### src/hdl/dcache_pkg.sv
`default_nettype none

package dcache_pkg;

	// Cache geometry
	localparam int NUM_WAYS   = 4;
	localparam int NUM_SETS   = 16;
	localparam int ADDR_W     = 32;
	localparam int TAG_W      = 22;
	localparam int INDEX_W    = 4;
	localparam int OFFSET_W   = 6;
	localparam int LINE_BYTES = 64;
	localparam int LINE_W     = 512;
	localparam int WORD_W     = 32;
	localparam int WORD_SEL_W = 4;		// One of 16 words in a line

	typedef logic [1:0] way_t;
	typedef logic [1:0] lru_status_t;	// 0 invalid, 3 most recent

	typedef struct packed {
		logic [TAG_W-1:0]    tag;
		logic [INDEX_W-1:0]  index;
		logic [OFFSET_W-1:0] offset;
	} cache_addr_s;

	// Address seen as a plain word or split into fields
	typedef union packed {
		logic [ADDR_W-1:0] raw;
		cache_addr_s       f;
	} cache_addr_u;

	typedef struct packed {
		lru_status_t      status;	// Upper bits, as in the tag RAM word
		logic [TAG_W-1:0] tag;
	} tag_entry_s;

	typedef logic [LINE_W-1:0]     line_t;
	typedef logic [LINE_BYTES-1:0] byte_en_t;

	typedef enum logic [1:0] {
		BYTE = 2'd0,
		HALF = 2'd1,
		WORD = 2'd2,
		NONE = 2'd3
	} store_size_e;

	typedef struct packed {
		logic hit;
		way_t way;
	} lookup_s;

	typedef struct packed {
		cache_addr_u addr;
		line_t       line;
	} fill_req_s;

	typedef struct packed {
		cache_addr_u       addr;
		store_size_e       size;
		logic [WORD_W-1:0] data;
	} store_req_s;

	// Write command into the data array
	typedef struct packed {
		logic               en;
		way_t               way;
		logic [INDEX_W-1:0] index;
		byte_en_t           byte_en;
		line_t              data;
	} line_wr_s;

endpackage

`default_nettype wire

### src/hdl/dcache_line_write.sv
`timescale 1ns/1ps
`default_nettype none

module dcache_line_write (
	input  logic                   st_req,
	input  dcache_pkg::store_req_s store,
	input  dcache_pkg::lookup_s    st_lookup,
	input  logic                   fill_req,
	input  dcache_pkg::fill_req_s  fill,
	input  dcache_pkg::way_t       fill_way,
	output logic                   fill_busy,
	output logic                   fill_go,
	output dcache_pkg::line_wr_s   line_wr
);
	import dcache_pkg::*;

	logic st_go;

	// Byte lanes touched by a store, aligned down to its size
	function automatic byte_en_t store_byte_en(
		input store_size_e         size,
		input logic [OFFSET_W-1:0] offset
	);
		byte_en_t be;
		case (size)
			BYTE: be = byte_en_t'(1) << offset;
			HALF: be = byte_en_t'(2'b11) << {offset[OFFSET_W-1:1], 1'b0};
			WORD: be = byte_en_t'(4'hF) << {offset[OFFSET_W-1:2], 2'b00};
			NONE: be = '0;
		endcase
		return be;
	endfunction

	assign fill_busy = st_req;		// Stores always win
	assign st_go     = st_req && st_lookup.hit;
	assign fill_go   = fill_req && !fill_busy;

	always_comb begin
		line_wr = '0;
		if (st_go) begin
			line_wr.en      = 1'b1;
			line_wr.way     = st_lookup.way;
			line_wr.index   = store.addr.f.index;
			line_wr.byte_en = store_byte_en(store.size, store.addr.f.offset);
			line_wr.data    = {(LINE_W / WORD_W){store.data}};	// Word on every lane
		end
		else if (fill_go) begin
			line_wr.en      = 1'b1;
			line_wr.way     = fill_way;
			line_wr.index   = fill.addr.f.index;
			line_wr.byte_en = '1;		// Whole line
			line_wr.data    = fill.line;
		end
	end

endmodule

`default_nettype wire

### config.mk
export PLATFORM = sky130hd
export DESIGN_NAME = dcache_line_write
export DESIGN_NICKNAME = d
export VERILOG_FILES = /design/src/hdl/dcache_pkg.sv /design/src/hdl/dcache_line_write.sv
export SDC_FILE = /design/constraint.sdc
export NUM_CORES = 1
export LEC_CHECK = 0
export BUFFER_PORTS_ARGS = -buffer_cell sky130_fd_sc_hd__buf_4
export CORE_AREA = 3 3 464 466
export DETAILED_ROUTE_END_ITERATION = 10
export DIE_AREA = 0 0 467 469
export REMOVE_ABC_BUFFERS = 1
export SLEW_MARGIN = 25
export SYNTH_ARGS = -nofsm -noshare
export SYNTH_HDL_FRONTEND = slang
export SYNTH_SLANG_ARGS = --single-unit
### constraint.sdc
create_clock -name vclk -period 1.6
set_input_delay 0.32 -clock vclk [all_inputs]
set_output_delay 0.32 -clock vclk [all_outputs]
set_load 0.01 [all_outputs]
==> Flow_metrics.wiki <==
{| class="wikitable"
! Metric !! Value
|-
| Post-route clock period utilization || 133%
|-
| Peak Freq || ~470 MHz
|-
| Via count of the first global-routing pass || ~13000
|-
| Maximum fanout count along the critical path || 7
|-
| Total Nets Final || 2559
|-
| Die Wd || 467 microns
|-
| Post-route worst hold slack || approximately 0.92 ns
|-
| Post-synth design cell area || around 5600 sq um
|-
| Static leakage || approximately 12 nW
|-
| Max_slew headroom || 57.0%
|-
| Die Outline Area || around 220000 sq um
|-
| Switch share || a little under three fifths
|-
| Data arrival time at the worst-slack endpoint || about 1.8 ns
|-
| Internal power contribution || 3.52 mW
|-
| Starting utilization of the core area || 2.64%
|-
| Number of instances in the synthesized netlist || 791
|-
| Fraction of layout instances using a drive strength above 1 || 69.1%
|-
| Top Ports || 1202
|-
| Clock network fraction of design power || 0%
|-
| Placed wire-length estimate after detailed placement || between 200000 and 250000 microns
|-
| Sequential cell count || 0
|-
| Yosys warns || 0
|-
| Number of routed nets with antenna violations || 0
|-
| Final number of max-transition violations || 0
|-
| Pin slew with the least headroom to its limit || 0.642 ns
|-
| Endpoint class of the critical path || primary output
|-
| Antenna violations before repair || 218
|-
| Logic gate share of total power || 100.0%
|-
| Crit path largest cell delay || around 0.52 ns
|-
| RSZ-0062 raised after global routing || true
|-
| Area of all sequential standard cells || 0 sq um
|-
| Clock tree buffer count of the final layout || 0
|-
| WL/cell || about 47 microns
|-
| Period minus WS final || ~2.1 ns
|-
| Failing checks || setup timing
|-
| DRC violation total after the first TritonRoute iteration || approximately 720
|-
| Total count of hold-check failures in the final report || 0
|-
| Wire length reported by the detailed router || approximately 220000 microns
|-
| Seq/Total Area, Yosys || 0%
|-
| Port Buffers || between 1000 and 1500
|-
| Buffers and inverters on the worst path || 2
|-
| Core ar. || 212000 sq um
|-
| Vias || 13300
|-
| Total power || approximately 7.9 mW
|-
| Via density per instance || about 2.8
|-
| Type of the worst min-delay path || input port to primary output
|-
| Final weighted congestion in routability-driven placement || approximately 0.93
|-
| Distinct cell type count of the synthesized netlist || 27
|-
| Sequential Power Share || 0%
|-
| Number of placement rows || about 170
|-
| Number of failing setup endpoints in the final timing report || ~580
|-
| Global-route wire length before repair || roughly 250000 microns
|-
| Crit start category || input port
|-
| Synthesis-to-layout area growth || 268%
|-
| Status || finished, violations left
|-
| DRC errors left || 0
|-
| Max-cap violations || 0
|-
| Global-route total usage across every layer || a little under a fifth
|-
| Cell breakdown of the critical path || buf_4 -> nor2_1 -> nand2_1 -> o21ai_0 -> buf_4
|-
| Die height || ~470 microns
|-
| Mean cell area of the mapped netlist || a little over 7 sq um
|-
| Setup slack of the critical path after layout || -0.524 ns
|-
| Data required time of the worst path || around 1.3 ns
|-
| Cell with the most instances on the worst path || buf_4
|-
| Global-route congestion overflow total || 0
|-
| Hold-fix buffers at CTS || 0
|-
| Worst vdd rail ir drop || roughly 0.15 mV
|-
| Power density over the cells || 385 nW/um^2
|-
| Number of filler instances in the final layout || between 20000 and 25000
|-
| Crit path kind || input port to primary output
|-
| First drt pass iteration count || 6
|-
| Cell type of the slowest stage on the worst timing path || nor2_1
|-
| Maximum number of pins on one net before global-route repair || 83
|-
| Switching power total || ~4.4 mW
|-
| Cell family with the largest share of critical-path delay || simple AND/OR/NAND/NOR gates
|}
through the flow:
stage | setup TNS, ns | cells | instance area [sq um] | setup WS [ns] | utilization, %
after floorplan | -2016.15 | 650 | 4670 | -3.99 | -
after global placement | -285.86 | 4699 | 18000 | -0.645 | 8.52
after detailed placement | -291.50 | 4699 | 18000 | -0.649 | 8.52
after CTS | -233.72 | 4711 | 18800 | -0.483 | 8.88
after global routing | -234.99 | 4770 | 20500 | -0.539 | 9.69
final | -209.11 | 4778 | 20500 | -0.524 | 9.70
layout by cell type, fill, tap and decap left out, types with 11 or more instances in the layout:
cell type | netlist | routed
and3_1 | 21 | 18
a21o_1 | 512 | 512
buf_16 | 0 | 16
diode_2 | 0 | 17
clkbuf_16 | 0 | 22
buf_4 | 22 | 937
o21ai_2 | 0 | 13
buf_8 | 0 | 12
buf_12 | 0 | 55
buf_6 | 26 | 247
and3_2 | 11 | 11
o21ai_0 | 63 | 46
routing by layer:
metal / share of wire [%] / wire length (microns) / track usage [%]
met1: 33 / 73500 / 17.7
met3: 21 / 46800 / 18.5
met5: 0.21 / 463 / 0
met4: 1.9 / 4240 / 1.25
met2: 44 / 99900 / 30.7
repair_timing:
| action | CTS | global route |
|---|---|---|
| pin swaps | 22 | 76 |
| gates resized for setup | 151 | 222 |
| endpoints found under the setup margin | 584 | 584 |
| setup buffers | 9 | 14 |
| cloned | 3 | 37 |
worst paths after layout:
path / slack, ns / cells past startpoint / start / end
worst max-delay path: -0.52 / 5 / store[38] / line_wr[550]
worst min-delay path: 0.92 / 3 / fill[511] / line_wr[511]
tightest hold or removal path: stages:
cell and delay (ns):
buf_4 0.08, a21o_1 0.09, buf_4 0.11
cells in the mapped netlist:
library cell,n,area (sq um)
nor2b_1,3,18.8
and4_4,1,11.3
and2b_1,1,7.51
clkbuf_2,13,65.1
or2_2,2,12.5
and4b_2,1,11.3
nand2b_1,1,6.26
a21oi_4,2,32.5
buf_4,22,165
and2_2,1,7.51
a21o_1,512,3840
and4bb_2,1,12.5
nand2_1,12,45.0
clkbuf_1,8,30.0
nor2_1,2,7.51
and3_2,11,82.6
buf_2,72,360
nand3_1,4,20.0
and4b_1,1,10.0
o21ai_1,1,5.00
and3_1,21,131
o21ai_0,63,315
a21oi_2,2,17.5
inv_2,1,3.75
a22o_1,6,52.6
nand2b_4,1,13.8
buf_6,26,293
final cells by class:
type / instances / area (sq um) / share of cell area (%)
diodes: 17 / 42.5 / 0.207
inverters: 1 / 30.0 / 0.146
multi-input cells: 649 / 4810 / 23.4
well taps: 2821 / 3530 / 17.2
repair buffers: 1290 / 12100 / 59.0
power by group through the flow:
| stage | Sequential (mW) | Clock (mW) | Combinational (mW) |
|---|---|---|---|
| after floorplan | 0 | 0 | 1.71 |
| after global placement | 0 | 0 | 7.09 |
| final | 0 | 0.00000142 | 7.90 |
| after detailed placement | 0 | 0 | 7.12 |
| after global routing | 0 | 0.000000727 | 8.46 |
| after CTS | 0 | 0 | 7.43 |
cell families (layout without fill, tap and decap cells):
kind of cell    after synthesis  after routing  synth area share [%]
compound gates              586            586                  76.4
buf+inv                     142           1291                  16.4
simple gates                 63             63                  7.13
other cells                   0             17                     0
(Power assumes the default switching activity.)
