$ cat src/hdl/dcache_pkg.sv
`default_nettype none

package dcache_pkg;

	// Cache geometry
	localparam int NUM_WAYS   = 4;
	localparam int NUM_SETS   = 16;
	localparam int ADDR_W     = 32;
	localparam int TAG_W      = 22;
	localparam int INDEX_W    = 4;
	localparam int OFFSET_W   = 6;
	localparam int LINE_BYTES = 64;
	localparam int LINE_W     = 512;
	localparam int WORD_W     = 32;
	localparam int WORD_SEL_W = 4;		// One of 16 words in a line

	typedef logic [1:0] way_t;
	typedef logic [1:0] lru_status_t;	// 0 invalid, 3 most recent

	typedef struct packed {
		logic [TAG_W-1:0]    tag;
		logic [INDEX_W-1:0]  index;
		logic [OFFSET_W-1:0] offset;
	} cache_addr_s;

	// Address seen as a plain word or split into fields
	typedef union packed {
		logic [ADDR_W-1:0] raw;
		cache_addr_s       f;
	} cache_addr_u;

	typedef struct packed {
		lru_status_t      status;	// Upper bits, as in the tag RAM word
		logic [TAG_W-1:0] tag;
	} tag_entry_s;

	typedef logic [LINE_W-1:0]     line_t;
	typedef logic [LINE_BYTES-1:0] byte_en_t;

	typedef enum logic [1:0] {
		BYTE = 2'd0,
		HALF = 2'd1,
		WORD = 2'd2,
		NONE = 2'd3
	} store_size_e;

	typedef struct packed {
		logic hit;
		way_t way;
	} lookup_s;

	typedef struct packed {
		cache_addr_u addr;
		line_t       line;
	} fill_req_s;

	typedef struct packed {
		cache_addr_u       addr;
		store_size_e       size;
		logic [WORD_W-1:0] data;
	} store_req_s;

	// Write command into the data array
	typedef struct packed {
		logic               en;
		way_t               way;
		logic [INDEX_W-1:0] index;
		byte_en_t           byte_en;
		line_t              data;
	} line_wr_s;

endpackage

`default_nettype wire

$ cat src/hdl/dcache_tag_array.sv
`timescale 1ns/1ps
`default_nettype none

module dcache_tag_array #(
	parameter int AGE_TIMER_WIDTH = 16
) (
	input  logic                    iCLOCK,
	input  logic                    inRESET,
	input  logic                    flush,
	input  logic                    rd_accept,
	input  dcache_pkg::cache_addr_u rd_addr,
	input  logic                    st_req,
	input  dcache_pkg::store_req_s  store,
	input  logic                    fill_go,
	input  dcache_pkg::fill_req_s   fill,
	output dcache_pkg::lookup_s     rd_lookup,
	output dcache_pkg::lookup_s     st_lookup,
	output dcache_pkg::way_t        fill_way
);
	import dcache_pkg::*;

	tag_entry_s                 tags [NUM_WAYS][NUM_SETS];
	logic [AGE_TIMER_WIDTH-1:0] b_age_timer;
	logic                       age_wrap;
	logic                       rd_hit_go;

	// Lowest valid way holding the tag
	function automatic lookup_s find_hit(
		input logic [TAG_W-1:0]   tag,
		input logic [INDEX_W-1:0] idx
	);
		lookup_s res;
		res = '0;
		for (int w = NUM_WAYS - 1; w >= 0; w--) begin
			if (tags[w][idx].tag == tag && tags[w][idx].status != 2'd0) begin
				res.hit = 1'b1;
				res.way = way_t'(w);
			end
		end
		return res;
	endfunction

	// Same tag first, otherwise the least recent status
	function automatic way_t pick_victim(
		input logic [TAG_W-1:0]   tag,
		input logic [INDEX_W-1:0] idx
	);
		way_t res;
		res = way_t'(NUM_WAYS - 1);		// Every way at status 3
		for (int lvl = 2; lvl >= 0; lvl--) begin
			for (int w = NUM_WAYS - 1; w >= 0; w--) begin
				if (tags[w][idx].status == lru_status_t'(lvl)) begin
					res = way_t'(w);
				end
			end
		end
		for (int w = NUM_WAYS - 1; w >= 0; w--) begin
			if (tags[w][idx].tag == tag) begin
				res = way_t'(w);
			end
		end
		return res;
	endfunction

	function automatic lru_status_t age(input lru_status_t s);
		return (s >= 2'd2) ? s - 2'd1 : s;	// 1 stays, invalid stays
	endfunction

	always_comb begin
		rd_lookup = find_hit(rd_addr.f.tag, rd_addr.f.index);
		st_lookup = find_hit(store.addr.f.tag, store.addr.f.index);
		fill_way  = pick_victim(fill.addr.f.tag, fill.addr.f.index);
	end

	assign age_wrap  = &b_age_timer;
	assign rd_hit_go = rd_accept && rd_lookup.hit;

	always_ff @(posedge iCLOCK or negedge inRESET) begin
		if (!inRESET) begin
			b_age_timer <= '0;
			for (int s = 0; s < NUM_SETS; s++) begin
				for (int w = 0; w < NUM_WAYS; w++) begin
					tags[w][s].status <= '0;
				end
			end
		end
		else if (flush) begin
			b_age_timer <= '0;
			for (int s = 0; s < NUM_SETS; s++) begin
				for (int w = 0; w < NUM_WAYS; w++) begin
					tags[w][s].status <= '0;	// Invalidate all lines
				end
			end
		end
		else begin
			b_age_timer <= b_age_timer + 1'b1;
			if (st_req && st_lookup.hit) begin
				// Store bumps the hit way, saturating
				if (tags[st_lookup.way][store.addr.f.index].status != 2'd3) begin
					tags[st_lookup.way][store.addr.f.index].status <=
						tags[st_lookup.way][store.addr.f.index].status + 2'd1;
				end
			end
			else if (fill_go) begin
				tags[fill_way][fill.addr.f.index] <= '{status: 2'd3, tag: fill.addr.f.tag};
			end
			else begin
				for (int s = 0; s < NUM_SETS; s++) begin
					for (int w = 0; w < NUM_WAYS; w++) begin
						if (rd_hit_go && s == rd_addr.f.index && w == rd_lookup.way) begin
							tags[w][s].status <= 2'd3;		// Read hit is most recent
						end
						else if (age_wrap) begin
							tags[w][s].status <= age(tags[w][s].status);
						end
					end
				end
			end
		end
	end

endmodule

`default_nettype wire

$ cat config.mk
export PLATFORM = sky130hd
export DESIGN_NAME = dcache_tag_array
export DESIGN_NICKNAME = d
export VERILOG_FILES = /design/src/hdl/dcache_pkg.sv /design/src/hdl/dcache_tag_array.sv
export SDC_FILE = /design/constraint.sdc
export NUM_CORES = 2
export LEC_CHECK = 0
export BUFFER_PORTS_ARGS = -buffer_cell sky130_fd_sc_hd__buf_2
export CAP_MARGIN = 20
export CORE_ASPECT_RATIO = 1.5
export CORE_UTILIZATION = 50
export DETAILED_ROUTE_END_ITERATION = 12
export GPL_TIMING_DRIVEN = 1
export PLACE_DENSITY = 0.69
export REMOVE_ABC_BUFFERS = 1
export SYNTH_ARGS = -nofsm -noshare
export SYNTH_HDL_FRONTEND = slang
export SYNTH_SLANG_ARGS = --single-unit
$ cat constraint.sdc
create_clock -name iCLOCK -period 7.65 [get_ports iCLOCK]
set_clock_uncertainty 0.1 [all_clocks]
set_input_delay 0.3825 -clock iCLOCK [delete_from_list [all_inputs] [get_ports iCLOCK]]
set_output_delay 0.3825 -clock iCLOCK [all_outputs]
set_load 0.01 [all_outputs]
==> metrics <==
Finished Cell Area 120200 um^2; Antenna Nets Post-Route 0; CP max FO 26; RSZ-0062 raised after global routing false; Initial Utilization 50.42%; vias per inst 7.700; non-filler cells, final 11200; Yosys warnings 0; Slew @ Worst Pin 1.374 ns; static leakage 0.04495 uW; fin crit share 94.62%; final worst slack 0.4116 ns; ys flop type edfxtp_1; maximum capacitance violations 0; min Tclk post-route 7.238 ns; Fmax 138.2 MHz; CTS buffer count 170; Root Buffer clkbuf_16; Clock Latency Late Sink 0.88 ns; DRC viols 0; initial antenna violation count 67; layout cells sized above 1 32.07%; synthesized area per cell 13.21 um^2; area grow syn2layout 13.21%; async set or reset register ratio after synthesis 9.278%; final setup vio count 0; worst hold path class in2reg; clock buffer depth 4; largest net degree at the start of global routing 87; failing checks negative hold slack; Min Hold Slack -0.0008625 ns; Worst Path Arrival 7.86 ns; Synth Register Bits 1552; first-pass GRT wire length 712.3 mm; vias in the first global route 83320; Tot Pwr 21950 uW; Worst Path Required 8.27 ns; Startpoint Class input pin; Final Hold Viols 2; hold_sp fill[531]; Pre-antenna DRT Iters 8; IO Port Bufs 91; Clock Sinks 1552; dpl ws 0.2966 ns; Worst setup EP type flop; Power Density 182.6 nW/um^2; Die Span Y 566.4 um; Critical path origin store[41]; initial drt markers 14870; Worst R2R Start tags[815]; WS Path Type in2reg; DP Area 114400 um^2; Post-synth EDFFs 1408; post-DP HPWL 350.7 mm; Core Region 210600 um^2; Netlist Area Pre-Place 106200 um^2; die width 378.3 um; worst rel slew slack 8.052%; Peak VDD IR 0.1938 mV; Syn Inst Count 8036; Pins Over Slew Limit 0; Nets 8922; grt ovf 0; sequential-to-total area share from yosys stat 43.21%; status complete, but fails checks; die area 214300 um^2; Synth cell types 118; Cells after DPL 10830; TritonCTS clock tree done; WL/cell 47.15 um; Reg clk slew, reported paths 0.07 ns; H-Tree Depth 4; Via Count 86220; gpl congestion 1.135; GRT Total Usage 49.44%; # rows 206; Total Wirelength 527.9 mm; I/O pin total 656
## Yosys cell counts, types with 33 or more instances
cell | number | share of area, %
a21oi_1 | 310 | 1.5
a22oi_1 | 74 | 0.52
and2_1 | 1424 | 8.4
buf_1 | 69 | 0.24
buf_2 | 152 | 0.72
buf_6 | 35 | 0.37
clkbuf_1 | 540 | 1.9
dfrtp_1 | 144 | 3.4
edfxtp_1 | 1408 | 40
ha_1 | 66 | 0.78
inv_1 | 122 | 0.43
mux2_2 | 133 | 1.4
mux2i_1 | 217 | 2.0
mux4_2 | 1201 | 25
nand2_1 | 227 | 0.80
nand2b_1 | 33 | 0.19
nand3_1 | 90 | 0.42
nand4_1 | 62 | 0.37
nor2_1 | 335 | 1.2
nor3_1 | 147 | 0.69
o211ai_1 | 58 | 0.41
o21a_1 | 36 | 0.25
o21ai_0 | 181 | 0.85
o22ai_1 | 72 | 0.42
xnor2_1 | 215 | 1.8
xor2_1 | 53 | 0.44
## path summary, 6_finish.rpt
check	endpoint	slack, ns	cells past startpoint
worst min register to register	b_age_timer[0]	0.35	1
worst max register to register	tags[1415]	0.70	23
worst min-delay path	tags[105]	-0.0009	2
max in group asynchronous	tags[142]	6.00	3
worst max-delay path	tags[478]	0.41	27
min in group asynchronous	tags[431]	0.02	2
## state kept, by name, indices dropped and copies added, names as in the netlist
register	flops
tags	1536
b_age_timer	16
## where the power goes
part           total, uW  internal (uW)  switching [uW]
sequential          9500           9260             238
clock               8550           4830            3720
combinational       3910           1250            2650
total              22000          15300            6610
## critical path, stage by stage
cell	delay (ns)
buf_8	0.37
buf_12	0.32
buf_4	0.24
buf_4	0.23
mux4_2	0.54
mux2i_1	0.30
xnor2_1	0.25
mux2i_1	0.77
and4_1	0.28
and4_1	0.47
nand2_2	0.29
o21a_1	0.22
buf_12	0.14
buf_4	0.15
mux2i_1	0.16
nand2_1	0.07
a31oi_1	0.26
a21oi_1	0.19
buf_4	0.17
and3_1	0.15
ha_1	0.23
buf_12	0.16
nor2_1	0.31
buf_4	0.28
nand2_1	0.07
a21boi_0	0.36
mux2_2	0.38
## cell families (layout without fill, tap and decap cells)
family          after synthesis  count (layout)  synth area share, %
other cells                   0              53                    0
compound gates             1111            1111                7.130
buf+inv                     983            1283                4.306
mux                        1553            1553                28.95
simple gates               2503            2503                13.41
flops                      1552            1552                43.21
fa+ha+maj                    66              66               0.7777
xor+xnor                    268             268                2.211
## cell usage in the layout, fill, tap and decap left out, drive strengths merged, types with 33 or more instances in the layout
cell    instances
and2         1426
edfxtp       1408
mux4         1201
buf           849
nor2          337
a21oi         310
nand2         229
mux2i         217
xnor2         215
clkbuf        202
o21ai         186
nor3          150
dfrtp         144
mux2          135
inv           129
nand3          92
a22oi          74
o22ai          74
clkinv         71
ha             66
nand4          62
o211ai         62
diode          53
xor2           53
nor4           37
a211oi         37
o21a           36
nand2b         33
## layout make-up
class | count | area [um^2]
fill | 16810 | 90370
multi-input combinational | 5501 | 56330
sequential | 1552 | 45880
timing repair buffer | 853 | 8348
clock buffer | 200 | 4398
tap | 2808 | 3513
clock inverter | 100 | 1115
inverter | 130 | 490.5
antenna | 53 | 132.6
## timing repair
action | 4_1_cts | 5_1_grt
gates resized for setup | 0 | 0
hold buffers | 2 | 0
endpoints found under the hold margin | 69 | 0
buffers inserted | 0 | 0
## stage by stage
stage	hold WS, ns	TNS (ns)	utilization, %
finish	-0.0008625	0	57.08
detailed placement	0.3309	0	54.31
global placement	0.3239	0	54.28
CTS	0.003888	0	56.94
floorplan	-0.01309	-238.83	-
global route	0.01458	0	57.03
## routing by layer
layer	up-vias	track usage [%]	part of all wire [%]
li1	31750	-	-
met4	33	50.01	13
met5	-	1.455	0.10
met2	8688	71.20	43
met3	2859	21.84	15
met1	42890	52.51	29
Power figures use the tool's default switching activity.
